`src/hdl/cnn_pkg.sv`:
```
package cnn_pkg;

	// 8-bit signed pixel or weight
	typedef logic signed [7:0] pixel_t;

	// holds a sum of nine 8x8 products with headroom
	typedef logic signed [19:0] acc_t;

	localparam int CONV_K = 3;                 // conv window side
	localparam int CONV_WIN = CONV_K * CONV_K; // elements per conv window
	localparam int POOL_K = 2;                 // pool window side and stride

	typedef enum logic {
		LAYER_CONV,
		LAYER_POOL
	} layer_op_e;

	typedef enum logic {
		ACT_NONE,
		ACT_RELU
	} act_e;

	// sequencer FSM
	typedef enum logic [1:0] {
		SEQ_IDLE,  // waiting for start_req
		SEQ_READ,  // streaming window elements
		SEQ_DRAIN, // waiting for the last results to be acked
		SEQ_DONE   // start_ack high until start_req drops
	} seq_state_e;

endpackage

```
`src/hdl/fm_ram.sv`:
```
`timescale 1ns/1ns

module fm_ram
	import cnn_pkg::*;
#(
	parameter int FM_SIZE = 6
) (
	input  logic clk,
	input  logic we_i,
	input  logic [$clog2(FM_SIZE*FM_SIZE)-1:0] waddr_i,
	input  pixel_t wdata_i,
	input  logic rd_en_i,
	input  logic [$clog2(FM_SIZE*FM_SIZE)-1:0] raddr_i,
	output pixel_t rd_data_o
);

	localparam int DEPTH = FM_SIZE * FM_SIZE;

	// row-major, one pixel per entry
	pixel_t mem [DEPTH];

	always_ff @(posedge clk) begin
		if (we_i) begin
			mem[waddr_i] <= wdata_i;
		end
	end

	// registered read, data follows rd_en by one cycle
	always_ff @(posedge clk) begin
		if (rd_en_i) begin
			rd_data_o <= mem[raddr_i];
		end
	end

	// host loads and layer reads must never overlap on one entry
	a_no_rw_collision: assert property (@(posedge clk)
		!(we_i && rd_en_i && (waddr_i == raddr_i)));

endmodule

```
`src/hdl/window_sequencer.sv`:
```
`timescale 1ns/1ns

module window_sequencer
	import cnn_pkg::*;
#(
	parameter int FM_SIZE = 6
) (
	input  logic clk,
	input  logic rst,
	input  logic start_req_i,
	input  layer_op_e op_i,
	input  act_e act_i,
	output logic start_ack_o,
	output logic rd_en_o,
	output logic [$clog2(FM_SIZE*FM_SIZE)-1:0] rd_addr_o,
	output logic conv_pix_valid_o,
	output logic pool_pix_valid_o,
	output logic pix_first_o,
	output logic pix_last_o,
	output act_e act_o,
	input  logic slot_free_i,
	input  logic out_done_i
);

	localparam int ADDR_W = $clog2(FM_SIZE * FM_SIZE);
	localparam int POS_W = $clog2(FM_SIZE);
	localparam int RES_W = $clog2(FM_SIZE * FM_SIZE + 1);
	localparam int CONV_OUT = FM_SIZE - CONV_K + 1; // stride 1, no padding
	localparam int POOL_OUT = FM_SIZE / POOL_K;

	seq_state_e state;
	layer_op_e op_q;
	act_e act_q;
	logic [POS_W-1:0] out_r; // output position
	logic [POS_W-1:0] out_c;
	logic [POS_W-1:0] win_r; // element within the window
	logic [POS_W-1:0] win_c;
	logic [RES_W-1:0] done_cnt;
	logic [POS_W-1:0] win_max;
	logic [POS_W-1:0] out_max;
	logic [RES_W-1:0] res_total;
	logic [POS_W-1:0] row;
	logic [POS_W-1:0] col;
	logic win_first;
	logic win_last;
	logic pix_valid_q;
	logic pix_first_q;
	logic pix_last_q;

	always_comb begin
		if (op_q == LAYER_CONV) begin
			win_max = POS_W'(CONV_K - 1);
			out_max = POS_W'(CONV_OUT - 1);
			res_total = RES_W'(CONV_OUT * CONV_OUT);
			row = out_r + win_r;
			col = out_c + win_c;
		end else begin
			win_max = POS_W'(POOL_K - 1);
			out_max = POS_W'(POOL_OUT - 1);
			res_total = RES_W'(POOL_OUT * POOL_OUT);
			row = POS_W'(out_r * POOL_K) + win_r;
			col = POS_W'(out_c * POOL_K) + win_c;
		end
	end

	assign win_first = (win_r == '0) && (win_c == '0);
	assign win_last = (win_r == win_max) && (win_c == win_max);

	// hold back a window's last element until the output slot is empty
	assign rd_en_o = (state == SEQ_READ) && (!win_last || slot_free_i);
	assign rd_addr_o = ADDR_W'(row * FM_SIZE + col);
	assign start_ack_o = (state == SEQ_DONE);
	assign act_o = act_q;

	always_ff @(posedge clk or negedge rst) begin
		if (!rst) begin
			state <= SEQ_IDLE;
			op_q <= LAYER_CONV;
			act_q <= ACT_NONE;
			out_r <= '0;
			out_c <= '0;
			win_r <= '0;
			win_c <= '0;
			done_cnt <= '0;
		end else begin
			if (out_done_i) begin
				done_cnt <= done_cnt + 1'b1;
			end
			case (state)
				SEQ_IDLE: begin
					if (start_req_i) begin
						op_q <= op_i;
						act_q <= act_i;
						done_cnt <= '0;
						state <= SEQ_READ;
					end
				end
				SEQ_READ: begin
					if (rd_en_o) begin
						if (win_c != win_max) begin
							win_c <= win_c + 1'b1;
						end else if (win_r != win_max) begin
							win_c <= '0;
							win_r <= win_r + 1'b1;
						end else begin
							win_c <= '0;
							win_r <= '0;
							if (out_c != out_max) begin
								out_c <= out_c + 1'b1;
							end else begin
								out_c <= '0;
								if (out_r != out_max) begin
									out_r <= out_r + 1'b1;
								end else begin
									out_r <= '0; // walk complete
									state <= SEQ_DRAIN;
								end
							end
						end
					end
				end
				SEQ_DRAIN: begin
					if (done_cnt == res_total) begin
						state <= SEQ_DONE;
					end
				end
				SEQ_DONE: begin
					if (!start_req_i) begin
						state <= SEQ_IDLE;
					end
				end
				default: state <= SEQ_IDLE;
			endcase
		end
	end

	// align the stream flags with the registered ram data
	always_ff @(posedge clk or negedge rst) begin
		if (!rst) begin
			pix_valid_q <= 1'b0;
			pix_first_q <= 1'b0;
			pix_last_q <= 1'b0;
		end else begin
			pix_valid_q <= rd_en_o;
			pix_first_q <= rd_en_o && win_first;
			pix_last_q <= rd_en_o && win_last;
		end
	end

	assign conv_pix_valid_o = pix_valid_q && (op_q == LAYER_CONV);
	assign pool_pix_valid_o = pix_valid_q && (op_q == LAYER_POOL);
	assign pix_first_o = pix_first_q;
	assign pix_last_o = pix_last_q;

	// host holds the opcode while the request is pending
	a_op_stable: assert property (@(posedge clk) disable iff (!rst)
		(start_req_i && !start_ack_o) ##1 (start_req_i && !start_ack_o) |-> $stable(op_i));

endmodule

```
`src/hdl/conv_engine.sv`:
```
`timescale 1ns/1ns

module conv_engine
	import cnn_pkg::*;
(
	input  logic clk,
	input  logic rst,
	input  logic w_we_i,
	input  logic [3:0] w_addr_i,
	input  pixel_t w_data_i,
	input  logic pix_valid_i,
	input  logic pix_first_i,
	input  logic pix_last_i,
	input  pixel_t pix_i,
	output logic res_valid_o,
	output acc_t res_o
);

	pixel_t weights [CONV_WIN];
	logic [3:0] idx;     // weight for the next element
	logic [3:0] cur_idx;
	acc_t acc;
	acc_t prod;
	acc_t acc_next;

	always_ff @(posedge clk) begin
		if (w_we_i && (w_addr_i < CONV_WIN)) begin
			weights[w_addr_i] <= w_data_i;
		end
	end

	assign cur_idx = pix_first_i ? 4'd0 : idx; // restart at window start
	assign prod = acc_t'(pix_i) * acc_t'(weights[cur_idx]);
	assign acc_next = (pix_first_i ? acc_t'(0) : acc) + prod;

	always_ff @(posedge clk or negedge rst) begin
		if (!rst) begin
			idx <= '0;
			res_valid_o <= 1'b0;
		end else begin
			res_valid_o <= pix_valid_i && pix_last_i;
			if (pix_valid_i) begin
				idx <= pix_last_i ? 4'd0 : cur_idx + 1'b1;
			end
		end
	end

	always_ff @(posedge clk) begin
		if (pix_valid_i) begin
			acc <= acc_next;
			if (pix_last_i) begin
				res_o <= acc_next;
			end
		end
	end

	// sequencer window length must match the kernel
	a_last_at_nine: assert property (@(posedge clk) disable iff (!rst)
		pix_valid_i && pix_last_i |-> cur_idx == CONV_WIN - 1);

endmodule

```
`src/hdl/max_pool_engine.sv`:
```
`timescale 1ns/1ns

module max_pool_engine
	import cnn_pkg::*;
(
	input  logic clk,
	input  logic rst,
	input  logic pix_valid_i,
	input  logic pix_first_i,
	input  logic pix_last_i,
	input  pixel_t pix_i,
	output logic res_valid_o,
	output acc_t res_o
);

	pixel_t max_q;
	pixel_t max_next;

	// signed compare, first element seeds the maximum
	always_comb begin
		if (pix_first_i || (pix_i > max_q)) begin
			max_next = pix_i;
		end else begin
			max_next = max_q;
		end
	end

	always_ff @(posedge clk or negedge rst) begin
		if (!rst) begin
			res_valid_o <= 1'b0;
		end else begin
			res_valid_o <= pix_valid_i && pix_last_i;
		end
	end

	always_ff @(posedge clk) begin
		if (pix_valid_i) begin
			max_q <= max_next;
			if (pix_last_i) begin
				res_o <= acc_t'(max_next); // sign extended
			end
		end
	end

endmodule

```
`src/hdl/result_writer.sv`:
```
`timescale 1ns/1ns

module result_writer
	import cnn_pkg::*;
(
	input  logic clk,
	input  logic rst,
	input  logic conv_valid_i,
	input  acc_t conv_res_i,
	input  logic pool_valid_i,
	input  acc_t pool_res_i,
	input  act_e act_i,
	output logic slot_free_o,
	output logic out_done_o,
	output logic out_req_o,
	output acc_t out_data_o,
	input  logic out_ack_i
);

	logic full;
	logic capture;
	acc_t sel;
	acc_t act_res;

	assign capture = conv_valid_i || pool_valid_i;
	assign sel = conv_valid_i ? conv_res_i : pool_res_i;
	assign act_res = ((act_i == ACT_RELU) && (sel < 0)) ? acc_t'(0) : sel;
	assign slot_free_o = !full;

	always_ff @(posedge clk or negedge rst) begin
		if (!rst) begin
			full <= 1'b0;
			out_req_o <= 1'b0;
			out_done_o <= 1'b0;
		end else begin
			out_done_o <= 1'b0;
			if (capture) begin
				full <= 1'b1;
				out_req_o <= 1'b1;
			end else if (out_req_o && out_ack_i) begin
				out_req_o <= 1'b0;
			end else if (full && !out_req_o && !out_ack_i) begin
				full <= 1'b0; // ack has fallen, handshake complete
				out_done_o <= 1'b1;
			end
		end
	end

	always_ff @(posedge clk) begin
		if (capture) begin
			out_data_o <= act_res;
		end
	end

	// conv and pool never run together
	a_one_engine: assert property (@(posedge clk) disable iff (!rst)
		!(conv_valid_i && pool_valid_i));

	a_data_stable: assert property (@(posedge clk) disable iff (!rst)
		out_req_o && $past(out_req_o) |-> $stable(out_data_o));

	// sequencer stall must keep results out of a full slot
	a_no_overrun: assert property (@(posedge clk) disable iff (!rst)
		capture |-> !full);

endmodule

```
`src/hdl/cnn_layer_top.sv`:
```
`timescale 1ns/1ns

module cnn_layer_top
	import cnn_pkg::*;
#(
	parameter int FM_SIZE = 6
) (
	input  logic clk,
	input  logic rst,
	input  logic fm_we_i,
	input  logic [$clog2(FM_SIZE*FM_SIZE)-1:0] fm_addr_i,
	input  pixel_t fm_data_i,
	input  logic w_we_i,
	input  logic [3:0] w_addr_i,
	input  pixel_t w_data_i,
	input  logic start_req_i,
	input  layer_op_e op_i,
	input  act_e act_i,
	output logic start_ack_o,
	output logic out_req_o,
	output acc_t out_data_o,
	input  logic out_ack_i
);

	localparam int ADDR_W = $clog2(FM_SIZE * FM_SIZE);

	logic rd_en;
	logic [ADDR_W-1:0] rd_addr;
	pixel_t rd_data;
	logic conv_pix_valid;
	logic pool_pix_valid;
	logic pix_first;
	logic pix_last;
	act_e act;
	logic slot_free;
	logic out_done;
	logic conv_valid;
	acc_t conv_res;
	logic pool_valid;
	acc_t pool_res;

	fm_ram #(.FM_SIZE(FM_SIZE)) fm_ram_i (
		.clk(clk),
		.we_i(fm_we_i),
		.waddr_i(fm_addr_i),
		.wdata_i(fm_data_i),
		.rd_en_i(rd_en),
		.raddr_i(rd_addr),
		.rd_data_o(rd_data)
	);

	window_sequencer #(.FM_SIZE(FM_SIZE)) seq_i (
		.clk(clk),
		.rst(rst),
		.start_req_i(start_req_i),
		.op_i(op_i),
		.act_i(act_i),
		.start_ack_o(start_ack_o),
		.rd_en_o(rd_en),
		.rd_addr_o(rd_addr),
		.conv_pix_valid_o(conv_pix_valid),
		.pool_pix_valid_o(pool_pix_valid),
		.pix_first_o(pix_first),
		.pix_last_o(pix_last),
		.act_o(act),
		.slot_free_i(slot_free),
		.out_done_i(out_done)
	);

	// both engines watch the same pixel stream
	conv_engine conv_i (
		.clk(clk),
		.rst(rst),
		.w_we_i(w_we_i),
		.w_addr_i(w_addr_i),
		.w_data_i(w_data_i),
		.pix_valid_i(conv_pix_valid),
		.pix_first_i(pix_first),
		.pix_last_i(pix_last),
		.pix_i(rd_data),
		.res_valid_o(conv_valid),
		.res_o(conv_res)
	);

	max_pool_engine pool_i (
		.clk(clk),
		.rst(rst),
		.pix_valid_i(pool_pix_valid),
		.pix_first_i(pix_first),
		.pix_last_i(pix_last),
		.pix_i(rd_data),
		.res_valid_o(pool_valid),
		.res_o(pool_res)
	);

	result_writer writer_i (
		.clk(clk),
		.rst(rst),
		.conv_valid_i(conv_valid),
		.conv_res_i(conv_res),
		.pool_valid_i(pool_valid),
		.pool_res_i(pool_res),
		.act_i(act),
		.slot_free_o(slot_free),
		.out_done_o(out_done),
		.out_req_o(out_req_o),
		.out_data_o(out_data_o),
		.out_ack_i(out_ack_i)
	);

endmodule

```
`config.mk`:
```
export PLATFORM = sky130hd
export DESIGN_NAME = cnn_layer_top
export DESIGN_NICKNAME = d
export VERILOG_FILES = /design/src/hdl/cnn_pkg.sv /design/src/hdl/fm_ram.sv /design/src/hdl/window_sequencer.sv /design/src/hdl/conv_engine.sv /design/src/hdl/max_pool_engine.sv /design/src/hdl/result_writer.sv /design/src/hdl/cnn_layer_top.sv
export SDC_FILE = /design/constraint.sdc
export NUM_CORES = 1
export LEC_CHECK = 0
export BUFFER_PORTS_ARGS = -buffer_cell sky130_fd_sc_hd__buf_2
export CAP_MARGIN = 5
export CELL_PAD_IN_SITES_DETAIL_PLACEMENT = 2
export CELL_PAD_IN_SITES_GLOBAL_PLACEMENT = 2
export CORE_AREA = 2 2 275 169
export DETAILED_ROUTE_END_ITERATION = 8
export DIE_AREA = 0 0 277 171
export PLACE_DENSITY_LB_ADDON = 0.15
export SLEW_MARGIN = 20
export SYNTH_ARGS = -nofsm -noshare
export SYNTH_HDL_FRONTEND = slang
export SYNTH_SLANG_ARGS = --single-unit
```
`constraint.sdc`:
```
create_clock -name clk -period 14.5 [get_ports clk]
set_input_delay 2.175 -clock clk [delete_from_list [all_inputs] [get_ports clk]]
set_output_delay 2.175 -clock clk [all_outputs]
set_load 0.02 [all_outputs]
```
# Yosys cells after proc, flatten, opt, wreduce, memory -nomap -nowiden
# Memory sizes are Yosys's and may differ from the RTL's. A register that Yosys moved wholly into a read port is not among the register bits.
# Index checks and enable logic that the tools add are counted.
# W data, S select, Z words.
dict set report totals {
  memories 2
  register_bits 110
  out_inout_bits 22
  wordCells 137
  ramBits 360
  inputBits 34
}
dict set report op_classes {
  mul 2
  n_bitwise 4
  n_addsub 12
  n_lt_le_gt_ge 3
  reduce_logical 35
  eq_ne 19
  muxes 38
}
# name depth width rd rd_clocked_by_memory_dff wr line_no
set memory_table {}
lappend memory_table {fm_ram_i.mem 36 8 1 1 1 fm_ram.sv:20} ;# pixel_t mem [DEPTH];
lappend memory_table {conv_i.weights 9 8 1 0 1 conv_engine.sv:19} ;# pixel_t weights [CONV_WIN];
# operator count
set op_table {}
lappend op_table {{$mux W20} 2}
lappend op_table {{$add A20 B20 Y20} 1}
lappend op_table {{$lt A20 B1 Y1 const B} 1}
lappend op_table {{$mux W2} 9}
lappend op_table {{$mux W3} 6}
lappend op_table {{$mux W6} 3}
lappend op_table {{$mul A8 B8 Y16} 1}
lappend op_table {{$logic_and A1 B1 Y1} 14}
lappend op_table {{$mux W1} 13}
lappend op_table {{$add A3 B1 Y3 const B} 4}
lappend op_table {{$add A3 B3 Y3} 4}
lappend op_table {{$ne A2 B2 Y1 const B} 6}
lappend op_table {{$reduce_and A2 Y1} 5}
lappend op_table {{$gt A8 B8 Y1} 1}
lappend op_table {{$mux W4} 2}
lappend op_table {{$mux W8} 1}
lappend op_table {{$pmux W2 S4} 1}
lappend op_table {{$reduce_and A8 Y1} 1}
lappend op_table {{$add A6 B1 Y6 const B} 1}
lappend op_table {{$add A6 B3 Y6} 1}
lappend op_table {{$eq A3 B2 Y1} 2}
lappend op_table {{$eq A6 B5 Y1} 1}
lappend op_table {{$logic_not A3 Y1} 2}
lappend op_table {{$ne A2 B1 Y1 const B} 3}
lappend op_table {{other kinds (16)} 28}

# Logic depth before layout (Yosys ltp)
# Gate-level depths: netlist (run 1).
dict set report logic_depth {
  depth_word 8
  mapped_depth 34
  ltp_nobuf 33
}

# Cells and area by module
# From an unflattened synthesis (run 1), not the netlist that was laid out.
dict set report hier_totals {
  hier_cells 1559
  hier_area_um2 23674.0
}
# mod area_per_inst_um2 seq_area_each_um2 cells_per_inst instances
set modules_own_cells {}
lappend modules_own_cells {fm_ram 11792.6 8888.5 630 1}
lappend modules_own_cells {conv_engine 8062.7 3488.3 602 1}
lappend modules_own_cells {window_sequencer 1811.7 625.6 179 1}
lappend modules_own_cells {result_writer 1092.3 675.6 79 1}
lappend modules_own_cells {max_pool_engine 914.6 505.5 69 1}

# Worst setup path before layout (run 1)
# Ideal clock, no wire load.
dict set report synth_timing {
  path_kind {register to register}
  startpoint {reg seq_i.pix_first_q (netlist: seq_i.pix_first_o)}
  endpoint {reg conv_i.acc[19], data pin}
  path_stages_with_launch 32
  slack_ns 7.110
  arrival_time_ns 7.126
  n_path_buf 1
  required_ns 14.236
  setup_time_ns 0.264
  synth_period_minus_slack_ns 7.390
  cell_sequence {dfrtp_1 -> nor2_1 -> clkbuf_1 -> mux4_2 -> nand2_1 -> o211ai_1 -> o21ai_1 -> or2_1 -> fa_1 -> fa_1 -> inv_1 -> fa_1 -> inv_1 -> fa_1 -> inv_1 -> ha_1 -> a21oi_1 -> o21bai_1 -> a21oi_1 -> o21bai_1 -> a21oi_1 -> xnor2_1 -> ha_1 -> a21o_1 -> a21o_1 -> a21oi_1 -> nor4b_1 -> nor2_1 -> a311oi_1 -> o21ai_1 -> a21oi_1 -> xnor2_1}
}
dict set report synth_between {
  elab_chain_len 4
  word_cells_on_any_way 5
  cone_classes {add/sub (1); mul (1); mux (2); memory (1)}
}
# item line_no
set synth_rtl {}
lappend synth_rtl {{start: declaration} window_sequencer.sv:47} ;# logic pix_first_q;
lappend synth_rtl {{start signal: assignment} window_sequencer.sv:145} ;# pix_first_q <= rd_en_o && win_first;
lappend synth_rtl {{$mux W4} conv_engine.sv:32} ;# assign cur_idx = pix_first_i ? 4'd0 : idx;
lappend synth_rtl {{$mem_v2 Z9 W8} -}
lappend synth_rtl {{$mul A8 B8 Y16} conv_engine.sv:33} ;# assign prod = acc_t'(pix_i) * acc_t'(weights[cur_idx]);
lappend synth_rtl {{$add A20 B20 Y20 *} conv_engine.sv:34} ;# assign acc_next = (pix_first_i ? acc_t'(0) : acc) + prod;
lappend synth_rtl {{named net conv_i.acc_next[19]} conv_engine.sv:24} ;# acc_t acc_next;
lappend synth_rtl {{end signal: assignment} conv_engine.sv:50} ;# acc <= acc_next;
lappend synth_rtl {{end: declaration} conv_engine.sv:22} ;# acc_t acc;
# The timed path passes the listed nets; every way through them passes the cells marked *.
# A chain may end at the register's enable or synchronous reset.

# Worst setup path after layout (run 1)
dict set report layout_timing {
  startpoint {reg conv_i.idx[2]}
  endpoint {reg conv_i.acc[19], data pin}
}
dict set report layout_between {
  elab_chain_len 4
}
# item line_no
set layout_rtl {}
lappend layout_rtl {{start: declaration} conv_engine.sv:20} ;# logic [3:0] idx;
lappend layout_rtl {{start signal: assignment} conv_engine.sv:43} ;# idx <= pix_last_i ? 4'd0 : cur_idx + 1'b1;
lappend layout_rtl {{$mux W4} conv_engine.sv:32}
lappend layout_rtl {{$mem_v2 Z9 W8} -}
lappend layout_rtl {{$mul A8 B8 Y16} conv_engine.sv:33}
lappend layout_rtl {{$add A20 B20 Y20} conv_engine.sv:34}
lappend layout_rtl {{named net conv_i.acc_next[19]} conv_engine.sv:24}
# The timed path passes the listed nets, and every way through them passes these cells.

==> impl.org, run 1 <==
** Detailed routing
- Detailed Route Iter0 Violations :: 1445
- Ratio of routed vias to standard cells :: 6.23
- Drt pass-1 iters :: 5
- Post-detailed-route wirelength per cell :: 33.7 µm
- Post-route DRC :: 0
- Total routed wirelength :: 72.6 mm
- The routed layout has 13424 vias.
- Antenna-violating nets left :: 0

** STA
- Worst clock skew on the final layout :: 0.0204 ns
- After routing, the total negative slack on setup checks comes to 0 ns.
- Static timing analysis puts the maximum clock frequency at 0.103 GHz.
- Final Hold Viols :: 0
- Unrepaired setup endpoints after global routing :: false
- The max-slew violation count was 0.
- Headroom to the max-slew limit came out at 20.3%.
- Number of setup violations in the final report :: 0
- Final Critical Period :: 9.70 ns
- Final worst setup slack :: 4.80 ns
- At the pin with the least slew margin, the transition time is 1.19 ns.
- In the finished design, the share of the clock period the worst path needs comes to 66.9%.

** Worst setup path
- The worst setup path is launched from a register.
- By startpoint and endpoint, the worst setup path is classified as reg2reg.
- On the worst path, the slowest cell contributes a delay of 0.89 ns.
- Arr. time, crit path :: 10.01 ns
- Tracing the worst setup path back leads to its startpoint at conv_i.idx[2].
- In this design, the critical path's most frequently occurring cell is sky130_fd_sc_hd__a21oi_1.
- In this run the critical register-to-register path is captured at conv_i.acc[19].
- Along the worst path, the maximum fanout reaches 18.
- The worst register-to-register path has a depth of 32.
- Worst flop-to-flop path startpoint :: conv_i.idx[2]
- Across all register-to-register paths, the minimum setup slack is 4.80 ns.
- The slowest stage of the critical path is the sky130_fd_sc_hd__a31oi_1 cell.
- The most critical setup path has its endpoint at conv_i.acc[19].
- For the worst setup path, the data required time is 14.81 ns.
- The worst setup path is captured at a register.

** Floorplanning
- The initial utilization of the core area, before any placement, comes to 50.0%.
- Die width :: 277 µm
- The die covers 0.0474 mm².
- In this run the vertical extent of the chip is 171 µm.
- 56 I/O pins were placed.
- The floorplan step defined a core boundary enclosing 0.0452 mm².
- Row count :: 61

** Yosys
- In the post-synthesis netlist, the biggest area contributors are sky130_fd_sc_hd__edfxtp_1 59%, sky130_fd_sc_hd__mux4_2 9.6%, sky130_fd_sc_hd__fa_1 5.4%, sky130_fd_sc_hd__ha_1 4.3%, sky130_fd_sc_hd__dfrtp_1 3.8%.
- Sequential elements use 62.8% of the synthesized area.
- Of the total synthesized cell area, the portion taken by XOR and XNOR cells is 2.17%.
- Number of register bits inferred by synthesis :: 478
- After synthesis, the share of flip-flops with an asynchronous set or reset is 7.11%.
- Post-synthesis adder-cell area fraction :: 9.67%
- Cell taking the most area after synthesis :: sky130_fd_sc_hd__edfxtp_1
- Of the total synthesized cell area, the portion taken by AND, OR, NAND and NOR gates is 7.37%.
- By area, the combinational part of the netlist is dominated by multiplexers.
- Synthesis handed over a netlist of 1447 instances.
- Cell area after synthesis :: 0.0226 mm²
- Synthesis warning total :: 0
- A synthesized cell averages 15.6 µm².
- Synthesized-area fraction occupied by ao, oa, aoi and oai cells :: 4.14%
- In this run the biggest area consumer among cell types represents 59.0% of the synthesized area.
- Multiplexer cells account for 11.1% of the synthesized area.
- Distinct cell type count after synthesis :: 64
- In the synthesized netlist the dominant register cell turns out to be sky130_fd_sc_hd__edfxtp_1.
- The number of nets in the synthesized netlist is 1619.
- Count of flip-flops with a built-in enable after synthesis :: 444

** Clocking
- Post-CTS sizing :: 0
- The longest clock path from root to sink contains 3 buffers.
- Counting the buffers created by CTS gives 46.
- Clock sink count :: 478
- The cell sitting at the root of the clock tree is a sky130_fd_sc_hd__clkbuf_16.
- After clock tree synthesis, the clock-pin slew on the worst setup and hold paths is 0.06 ns.
- In this run the number of H-tree levels came out at 2.
- Clock latency on the worst-skew pair, taken at its later pin, is 0.58 ns.
- TritonCTS clock tree :: done
- Hold-fix buffer count after cts :: 0
- The number of setup buffers added after CTS is 0.

** Global routing
- All-Layer GR Usage :: 31.5%
- The first global-routing pass estimated 106 mm of wire.
- Pin count of the biggest net entering global routing :: 65
- The number of global-route vias before repair is 14640.
- For this run the aggregate overflow at the end of global routing stands at 0.
- Antenna violations before repair :: 7

** Placed design
- The count of buffers added on input and output ports is 55.
- The congestion estimate from routability-driven global placement came to 0.811.
- Detailed placer's ending HPWL :: 50.7 mm
- # placed instances :: 2068
- Prior to clock tree synthesis, the placed netlist has a worst setup slack of 5.29 ns.

** Cells and area
- Final std cells w/o fill :: 2154
- Share of post-route cells with drive strength above 1 :: 16.4%
- Signed area change from the synthesized netlist to the final layout :: 10.9%
- Multi-input gate area in the final layout :: 0.00782 mm²
- The top cell types in the final layout, fill and taps aside, are 444 x sky130_fd_sc_hd__edfxtp_1, 115 x sky130_fd_sc_hd__inv_1, 96 x sky130_fd_sc_hd__mux4_2, 89 x sky130_fd_sc_hd__nor2_1, 83 x sky130_fd_sc_hd__nand2_1.
- Layout filler cell count :: 4044
- The net count of the finished layout is 1690.
- Reg area :: 0.0142 mm²
- Most common cell after layout, fill and taps aside :: sky130_fd_sc_hd__edfxtp_1

** Run
- Max capacitance violation total :: 0

** Outcome
- The flow ran to the end, and the final reports show no timing, DRC or antenna violations.

** Worst hold path
- The worst hold path belongs to the class reg2reg.
layout make-up:
type / instances / share of cell area (%)
flip-flops and latches: 478 / 56.6
multi-input cells: 808 / 31.2
clock inverters: 24 / 0.919
diodes: 2 / 0.0200
clock buffers: 60 / 5.05
well taps: 598 / 2.99
inverters: 120 / 1.80
repair buffers: 64 / 1.37
worst min-delay path by stage:
stage / startpoint / end / cells past startpoint
6_report: writer_i.out_req_o / writer_i.out_done_o / 1
5_1_grt: writer_i.out_req_o / writer_i.out_done_o / 1
4_1_cts: writer_i.out_req_o / writer_i.out_done_o / 1
3_5_place_dp: writer_i.out_req_o / writer_i.out_done_o / 1
3_3_place_gp: conv_i.idx[3] / conv_i.idx[3] / 1
2_1_floorplan: conv_i.idx[3] / conv_i.idx[3] / 1
through the flow:
step                utilization (%)  instance area (µm²)  hold WS, ns
floorplan                         -                22600        0.439
global placement               52.1                23500        0.472
detailed placement             52.1                23500        0.486
CTS                            55.4                25000        0.496
global route                   55.4                25000        0.545
finish                         55.4                25000        0.495
registers in the layout, summed over array words and instances (netlist names), 4 cells and up:
| signal | count |
|---|---|
| fm_ram_i.mem | 288 |
| conv_i.weights | 72 |
| conv_i.acc | 20 |
| conv_i.res_o | 20 |
| writer_i.out_data_o | 20 |
| fm_ram_i.rd_data_o | 8 |
| pool_i.max_q | 8 |
| pool_i.res_o | 8 |
| seq_i.done_cnt | 6 |
| conv_i.idx | 4 |
logic make-up after synthesis:
group | Yosys count
compound gates | 154
mux | 128
flops | 478
fa+ha+maj | 138
simple gates | 333
xor+xnor | 55
buf+inv | 161
cell usage after synthesis, types with 25 or more instances:
cell and count:
sky130_fd_sc_hd__a21oi_1 47, sky130_fd_sc_hd__and2_1 45, sky130_fd_sc_hd__clkbuf_1 25, sky130_fd_sc_hd__dfrtp_1 34, sky130_fd_sc_hd__edfxtp_1 444, sky130_fd_sc_hd__fa_1 61
sky130_fd_sc_hd__ha_1 77, sky130_fd_sc_hd__inv_1 115, sky130_fd_sc_hd__mux4_2 96, sky130_fd_sc_hd__nand2_1 83, sky130_fd_sc_hd__nor2_1 91, sky130_fd_sc_hd__nor2b_1 29
sky130_fd_sc_hd__o21ai_1 30, sky130_fd_sc_hd__xnor2_1 32
critical path, delay by kind of cell, from the launching register on:
| kind | cells | cell delay (ns) |
|---|---|---|
| adder cells (fa/ha/maj) | 6 | 2.94 |
| XOR/XNOR | 2 | 0.33 |
| AND/OR/NAND/NOR | 5 | 1.13 |
| AO/OA/AOI/OAI | 14 | 3.55 |
| flip-flops | 1 | 0.63 |
| buffers and inverters | 5 | 0.83 |
per-layer routing:
layer | part of all wire, % | GRT usage, % | up-vias | wire length, µm
met4 | 2.6 | 8.55 | 0 | 1920
li1 | - | - | 5530 | -
met5 | 0 | 0 | - | 0
met2 | 45 | 48.3 | 622 | 32800
met3 | 9.6 | 9.12 | 132 | 6980
met1 | 43 | 44.4 | 7140 | 30900
Power of run 1 is not shown: default switching activity piles up to over one toggle a cycle in this logic, so the estimate is an artifact.
==> run 2: changes to the inputs <==
--- a/config.mk
+++ b/config.mk
@@ -9,9 +9,9 @@
 export CAP_MARGIN = 5
 export CELL_PAD_IN_SITES_DETAIL_PLACEMENT = 2
 export CELL_PAD_IN_SITES_GLOBAL_PLACEMENT = 2
-export CORE_AREA = 2 2 275 169
+export CORE_AREA = 2 2 287 175
 export DETAILED_ROUTE_END_ITERATION = 8
-export DIE_AREA = 0 0 277 171
+export DIE_AREA = 0 0 289 177
 export PLACE_DENSITY_LB_ADDON = 0.15
 export SLEW_MARGIN = 20
 export SYNTH_ARGS = -nofsm -noshare
==> constraint.sdc (replaced) <==
create_clock -name clk -period 9 [get_ports clk]
set_input_delay 1.35 -clock clk [delete_from_list [all_inputs] [get_ports clk]]
set_output_delay 1.35 -clock clk [all_outputs]
set_load 0.02 [all_outputs]
==> run 2 against run 1 <==
Net effect:
- register-to-register slack worse by 4.3 ns
- highest routed layer unchanged
- sequential share of layout area is 0.53 points lower
- clock skew is 0.0066 ns higher
- setup slack worse by 4.3 ns
==> impl.org, run 2 (synthesized netlist as in run 1, its figures left out) <==
** Clocking
- Hold-fix buffer count after cts :: 0
- Clock Tree Root :: sky130_fd_sc_hd__clkbuf_16
- Total CTS buffers :: 46
- TritonCTS clock tree :: done
- The clock drives 478 sinks.
- Maximum level of the CTS H-tree :: 2
- Number of buffers between clock root and the deepest sink :: 3
- The clock reaches the later pin of the worst-skew pair after 0.59 ns.
- Clock slew at reported path FFs :: 0.06 ns

** STA
- Max_slew headroom :: 22.8%
- Final Critical Period :: 8.46 ns
- Setup violations remaining at the end of the flow were counted as 0.
- At the pin with the least slew margin, the transition time is 1.15 ns.
- Final-layout setup total negative slack :: 0 ns
- The max-slew violation count is 0.
- Fmax :: 0.118 GHz
- Of the available clock period, the critical path in the final layout requires 94.0%.
- Unrepaired setup endpoints after global routing :: false
- Final Hold Viols :: 0
- Across the routed clock network, the largest skew measured is 0.0270 ns.

** Worst setup path
- Slowest Stage Delay on Critical Path :: 0.60 ns
- Kind of critical path :: reg2reg
- Most Frequent Cell on Critical Path :: sky130_fd_sc_hd__a21oi_1
- STA puts the critical path data required time at 9.31 ns.
- CP top delay family :: compound AO/OA/AOI/OAI gates
- For this design, the slowest cell found on the critical path is sky130_fd_sc_hd__fa_1.
- The worst setup path is captured at a register.
- Of all nets on the critical path, the largest fanout is 12.
- Arr. time, crit path :: 8.78 ns
- Crit start category :: register
- Buffering stage count on the worst path with inverters included :: 6

** Cells and area
- Leading registers by flop count :: fm_ram_i.mem (288), conv_i.weights (72)
- The register with the most flip-flops in the layout has 288 of them.
- Signed area change from the synthesized netlist to the final layout :: 12.0%
- Leaving out fill and tap cells, the most frequent cell in the layout is sky130_fd_sc_hd__edfxtp_1.
- Count of nets after finishing :: 1696
- Cells with a size suffix above 1 make up 17.6% of the layout.
- Commonest cells after routing, fill and taps aside :: 444 x sky130_fd_sc_hd__edfxtp_1, 115 x sky130_fd_sc_hd__inv_1, 96 x sky130_fd_sc_hd__mux4_2, 88 x sky130_fd_sc_hd__nor2_1, 83 x sky130_fd_sc_hd__nand2_1
- The register with the most flip-flops in the final layout is fm_ram_i.mem.

** Floorplanning
- Die Height :: 177 µm
- Pin placement for this block handled 56 I/O pins.
- The floorplan has 63 rows.
- The die covers 0.0512 mm².
- For this configuration, the core starts out at a cell density of 46.4%.
- CORE AREA :: 0.0487 mm²
- Measured along the x axis, the die boundary spans 289 µm.

** Global routing
- Antenna violations before repair :: 5
- Entering global routing, the biggest net connects 65 pins.
- Vias in the first global route :: 14747
- All-Layer GR Usage :: 28.7%
- The first global-routing pass estimated 104 mm of wire.
- Total congestion overflow :: 0

** Detailed routing
- Total routed wirelength :: 70.9 mm
- The detail route stage leaves a number of antenna-violating nets equal to 0.
- After the first detailed-routing iteration, the DRC count stood at 1229.
- Drt pass-1 iters :: 5
- In the routed layout, each cell is associated on average with a via count of 5.98.
- Post-route DRC :: 0
- Overall via count from detail_route :: 13232
- Post-detailed-route wirelength per cell :: 32.0 µm

** Placed design
- Count of buffers inserted at the top-level ports :: 55
- Detailed placer's ending HPWL :: 47.4 mm
- Routability Congestion :: 0.805

** Run
- Max capacitance violation total :: 0

** Outcome
- The run finished with clean final reports.

** Worst hold path
- Type of the worst min-delay path :: reg2reg
## run 2: cell count changes in the layout (fill, tap and decap cells not counted), sizes merged
| cell | before | now |
|---|---|---|
| clkinvlp | 0 | 3 |
| bufinv | 4 | 5 |
| inv | 122 | 120 |
| clkbuf | 60 | 64 |
| clkinv | 18 | 14 |
| buf | 64 | 70 |
| diode | 2 | 1 |
## run 2: cell type report
type                       count  area [µm²]
inverter                     120         453
antenna                        1        2.50
fill                        4386       23400
multi-input combinational    808        7900
clock inverter                22         268
clock buffer                  64        1280
tap                          650         813
timing repair buffer          70         388
sequential                   478       14200
## run 2: stage by stage
step / cell area (µm²) / setup WS, ns / hold WS [ns] / instances / util, %
4_1_cts: 25200 / 0.0657 / 0.488 / 2212 / 51.7
5_1_grt: 25300 / 0.0701 / 0.512 / 2212 / 51.9
6_report: 25300 / 0.536 / 0.490 / 2213 / 51.9
3_5_place_dp: 23600 / 0.228 / 0.469 / 2126 / 48.5
3_3_place_gp: 23600 / 0.681 / 0.467 / 2126 / 48.5
2_1_floorplan: 22600 / 1.61 / 0.439 / 1447 / -
## run 2: final timing paths
kind | from | cells after the start | slack [ns] | endpoint
min | writer_i.out_req_o | 1 | 0.49 | writer_i.out_done_o
max | conv_i.idx[2] | 34 | 0.54 | conv_i.res_o[19]
max in group asynchronous | rst | 1 | 7.49 | conv_i.idx[2]
max reg2reg | conv_i.idx[2] | 34 | 0.54 | conv_i.res_o[19]
min in group asynchronous | rst | 1 | 0.89 | seq_i.state[1]
min reg2reg | writer_i.out_req_o | 1 | 0.49 | writer_i.out_done_o
## run 2: repair_timing
item	CTS	global route
buffers inserted	0	0
resized for setup	2	14
setup endpoints to repair	2	12
hold endpoints to repair	0	0
## run 2: routing by layer
layer	global-route usage, %	routed length, µm
met2	44.6	32700
met3	6.93	5450
met4	6.79	1610
met5	0	0
met1	41.0	31100
Power of run 2 is left out for the same reason.
==> run 3: changes to the inputs <==
--- a/config.mk
+++ b/config.mk
@@ -9,9 +9,10 @@
 export CAP_MARGIN = 5
 export CELL_PAD_IN_SITES_DETAIL_PLACEMENT = 2
 export CELL_PAD_IN_SITES_GLOBAL_PLACEMENT = 2
-export CORE_AREA = 2 2 287 175
+export CORE_AREA = 2 2 281 172
+export CTS_BUF_LIST = sky130_fd_sc_hd__clkbuf_4 sky130_fd_sc_hd__clkbuf_8
 export DETAILED_ROUTE_END_ITERATION = 8
-export DIE_AREA = 0 0 289 177
+export DIE_AREA = 0 0 283 174
 export PLACE_DENSITY_LB_ADDON = 0.15
 export SLEW_MARGIN = 20
 export SYNTH_ARGS = -nofsm -noshare
==> run 3 against run 2 <==
Net effect:
- highest routed layer is now met5
- first-iteration DRC count decreased by 8.5%
- largest cell class unchanged
- clock-buffer cell count increased by 42
- critical endpoint is now conv_i.acc[18]
- design area decreased by 0.26%
- register-to-register slack improved by 0.02 ns
==> impl.org, run 3 (synthesized netlist as in run 1, its figures left out) <==
** Run
- Max capacitance violation total :: 0

** Cells and area
- The filler cells instantiated in the layout total 4244.
- The area growth from synthesis to layout is 11.7%.
- After the last flow step, the layout net total stands at 1728.
- The register with the most flip-flops in the layout has 288 of them.
- Register bank with the most flops :: fm_ram_i.mem
- Commonest cells after routing, fill and taps aside :: 444 x sky130_fd_sc_hd__edfxtp_1, 115 x sky130_fd_sc_hd__inv_1, 96 x sky130_fd_sc_hd__mux4_2, 89 x sky130_fd_sc_hd__nor2_1, 84 x sky130_fd_sc_hd__clkbuf_8
- Share of post-route cells with drive strength above 1 :: 20.5%
- Most common cell after layout, fill and taps aside :: sky130_fd_sc_hd__edfxtp_1
- Leading registers by flop count :: fm_ram_i.mem (288), conv_i.weights (72)

** Floorplanning
- Die width :: 283 µm
- Row count :: 62
- The die is 174 µm tall.
- The floorplan step defined a die boundary enclosing 0.0492 mm².
- CORE AREA :: 0.0469 mm²
- Number of ports placed on the die boundary :: 56
- For this configuration, the core starts out at a cell density of 48.1%.

** Clocking
- In this run, post-CTS hold repair placed 0 buffers.
- Clock Tree Root :: sky130_fd_sc_hd__clkbuf_8
- Counting every sink on the clock net gives 478.
- TritonCTS built the clock tree.
- Maximum level of the CTS H-tree :: 3
- Number of buffers between clock root and the deepest sink :: 3
- In this run, CTS created clock tree buffers numbering 74.
- Clock slew at reported path FFs :: 0.07 ns
- Worst-Skew Late Latency :: 0.66 ns

** Global routing
- Entering global routing, the biggest net connects 65 pins.
- The number of antenna violations at the first check in global routing came to 9.
- Global routing used 28.7% of the available tracks.
- Vias in the first global route :: 14987
- The first global-routing pass estimated 102 mm of wire.
- Total congestion overflow :: 0

** Placed design
- The congestion estimate from routability-driven global placement came to 0.792.
- Detailed placer's ending HPWL :: 46.7 mm
- Buffers placed on the I/O ports in this run total 55.

** Worst setup path
- Required time at the worst-slack endpoint :: 9.44 ns
- Worst flop-to-flop path startpoint :: seq_i.pix_first_o
- FF-to-FF End :: conv_i.acc[18]
- For flop-to-flop paths, the worst setup slack is 0.56 ns.
- Max Fanout on Critical Path :: 15
- Number of cells on the worst reg-to-reg path :: 28
- The critical path is of the reg2reg type.
- CP max stage cell :: sky130_fd_sc_hd__dfrtp_2
- Data on the critical path arrives at its endpoint at 8.89 ns.
- STA classifies the critical path startpoint as a register.
- STA classifies the critical path endpoint as a register.
- Slowest Stage Delay on Critical Path :: 0.56 ns

** Worst hold path
- Type of the worst min-delay path :: reg2reg
- Hold-critical path endpoint :: writer_i.out_done_o
- Counting instances, the worst hold path has a depth of 1.
- The worst hold path begins at writer_i.out_req_o.

** Detailed routing
- Antenna-violating nets left :: 0
- Detailed Route Iter0 Violations :: 1125
- Ratio of routed vias to standard cells :: 5.98
- Post-detailed-route wirelength per cell :: 30.9 µm
- The routed layout has 13454 vias.
- Total routed wirelength :: 69.7 mm
- Drt pass-1 iters :: 5
- Post-route DRC :: 0

** Outcome
- The flow ran to the end, and the final reports show no timing, DRC or antenna violations.

** STA
- After layout, the minimum clock period comes to 8.44 ns.
- The final critical path takes up 93.8% of the cycle.
- The max-slew violation count was 0.
- Timing would allow up to 0.118 GHz.
- Final Hold Viols :: 0
- In this run the tightest slew margin relative to its limit is 20.8%.
- Final-layout setup total negative slack :: 0 ns
- Unrepaired setup endpoints after global routing :: false
- For the final database, setup skew stands at 0.0357 ns.
- For the pin with the worst max-slew slack, the measured transition is 1.18 ns.
- Number of setup violations in the final report :: 0
## run 3: cell types whose count changed in the layout (fill, tap and decap cells not counted), sizes merged
cell,delta
buf,+4
clkinv,+5
diode,+1
clkbuf,+42
bufinv,-4
## run 3: area by class of cell
type	instances	area, µm²	share of cell area (%)
antenna	2	5.00	0.0198
clock buffer	106	1320	5.24
clock inverter	23	150	0.595
inverter	120	452	1.79
multi-input combinational	808	7890	31.3
sequential	478	14200	56.2
tap	640	801	3.17
timing repair buffer	74	418	1.66
## run 3: critical path, delay by kind of cell (launching register included)
| kind | cells | cell delay (ns) |
|---|---|---|
| muxes | 1 | 0.52 |
| buffers and inverters | 5 | 0.50 |
| AOI/OAI and AO/OA | 10 | 2.49 |
| adders and majority gates | 6 | 2.84 |
| xor gates and xnor gates | 2 | 0.47 |
| DFF | 1 | 0.56 |
| and+or+nand+nor | 4 | 0.84 |
## run 3: worst max-delay path by stage
| stage | from | endpoint | slack (ns) | depth (start not counted) |
|---|---|---|---|---|
| 2_1_floorplan | seq_i.pix_first_o | conv_i.acc[19] | 1.61 | 31 |
| 3_3_place_gp | seq_i.pix_first_o | conv_i.acc[19] | 0.78 | 31 |
| 3_5_place_dp | conv_i.idx[2] | conv_i.res_o[19] | 0.06 | 32 |
| 4_1_cts | conv_i.idx[2] | conv_i.acc[19] | 0.008 | 33 |
| 5_1_grt | seq_i.pix_first_o | conv_i.res_o[19] | 0.08 | 31 |
| 6_report | seq_i.pix_first_o | conv_i.acc[18] | 0.56 | 28 |
## run 3: per-layer routing
layer / GRT usage, % / part of all wire, % / wire length (µm)
met2: 44.1 / 46 / 32100
met1: 41.6 / 44 / 30900
met3: 6.48 / 7.2 / 5010
met4: 7.56 / 2.3 / 1610
met5: 0 / 0.016 / 11
## run 3: what timing repair did
item	CTS	global route
setup buffers	0	0
resized for setup	2	14
setup endpoints to repair	2	11
## run 3: stage by stage
| step | utilization (%) | setup slack [ns] | cells | hold slack (ns) | instance area, µm² |
|---|---|---|---|---|---|
| floorplan | - | 1.61 | 1447 | 0.439 | 22600 |
| global placement | 50.4 | 0.781 | 2120 | 0.464 | 23700 |
| detailed placement | 50.4 | 0.0567 | 2120 | 0.471 | 23700 |
| CTS | 53.6 | 0.00752 | 2249 | 0.494 | 25100 |
| global route | 53.7 | 0.0761 | 2250 | 0.521 | 25200 |
| finish | 53.7 | 0.557 | 2251 | 0.480 | 25200 |
Power of run 3 is left out for the same reason.
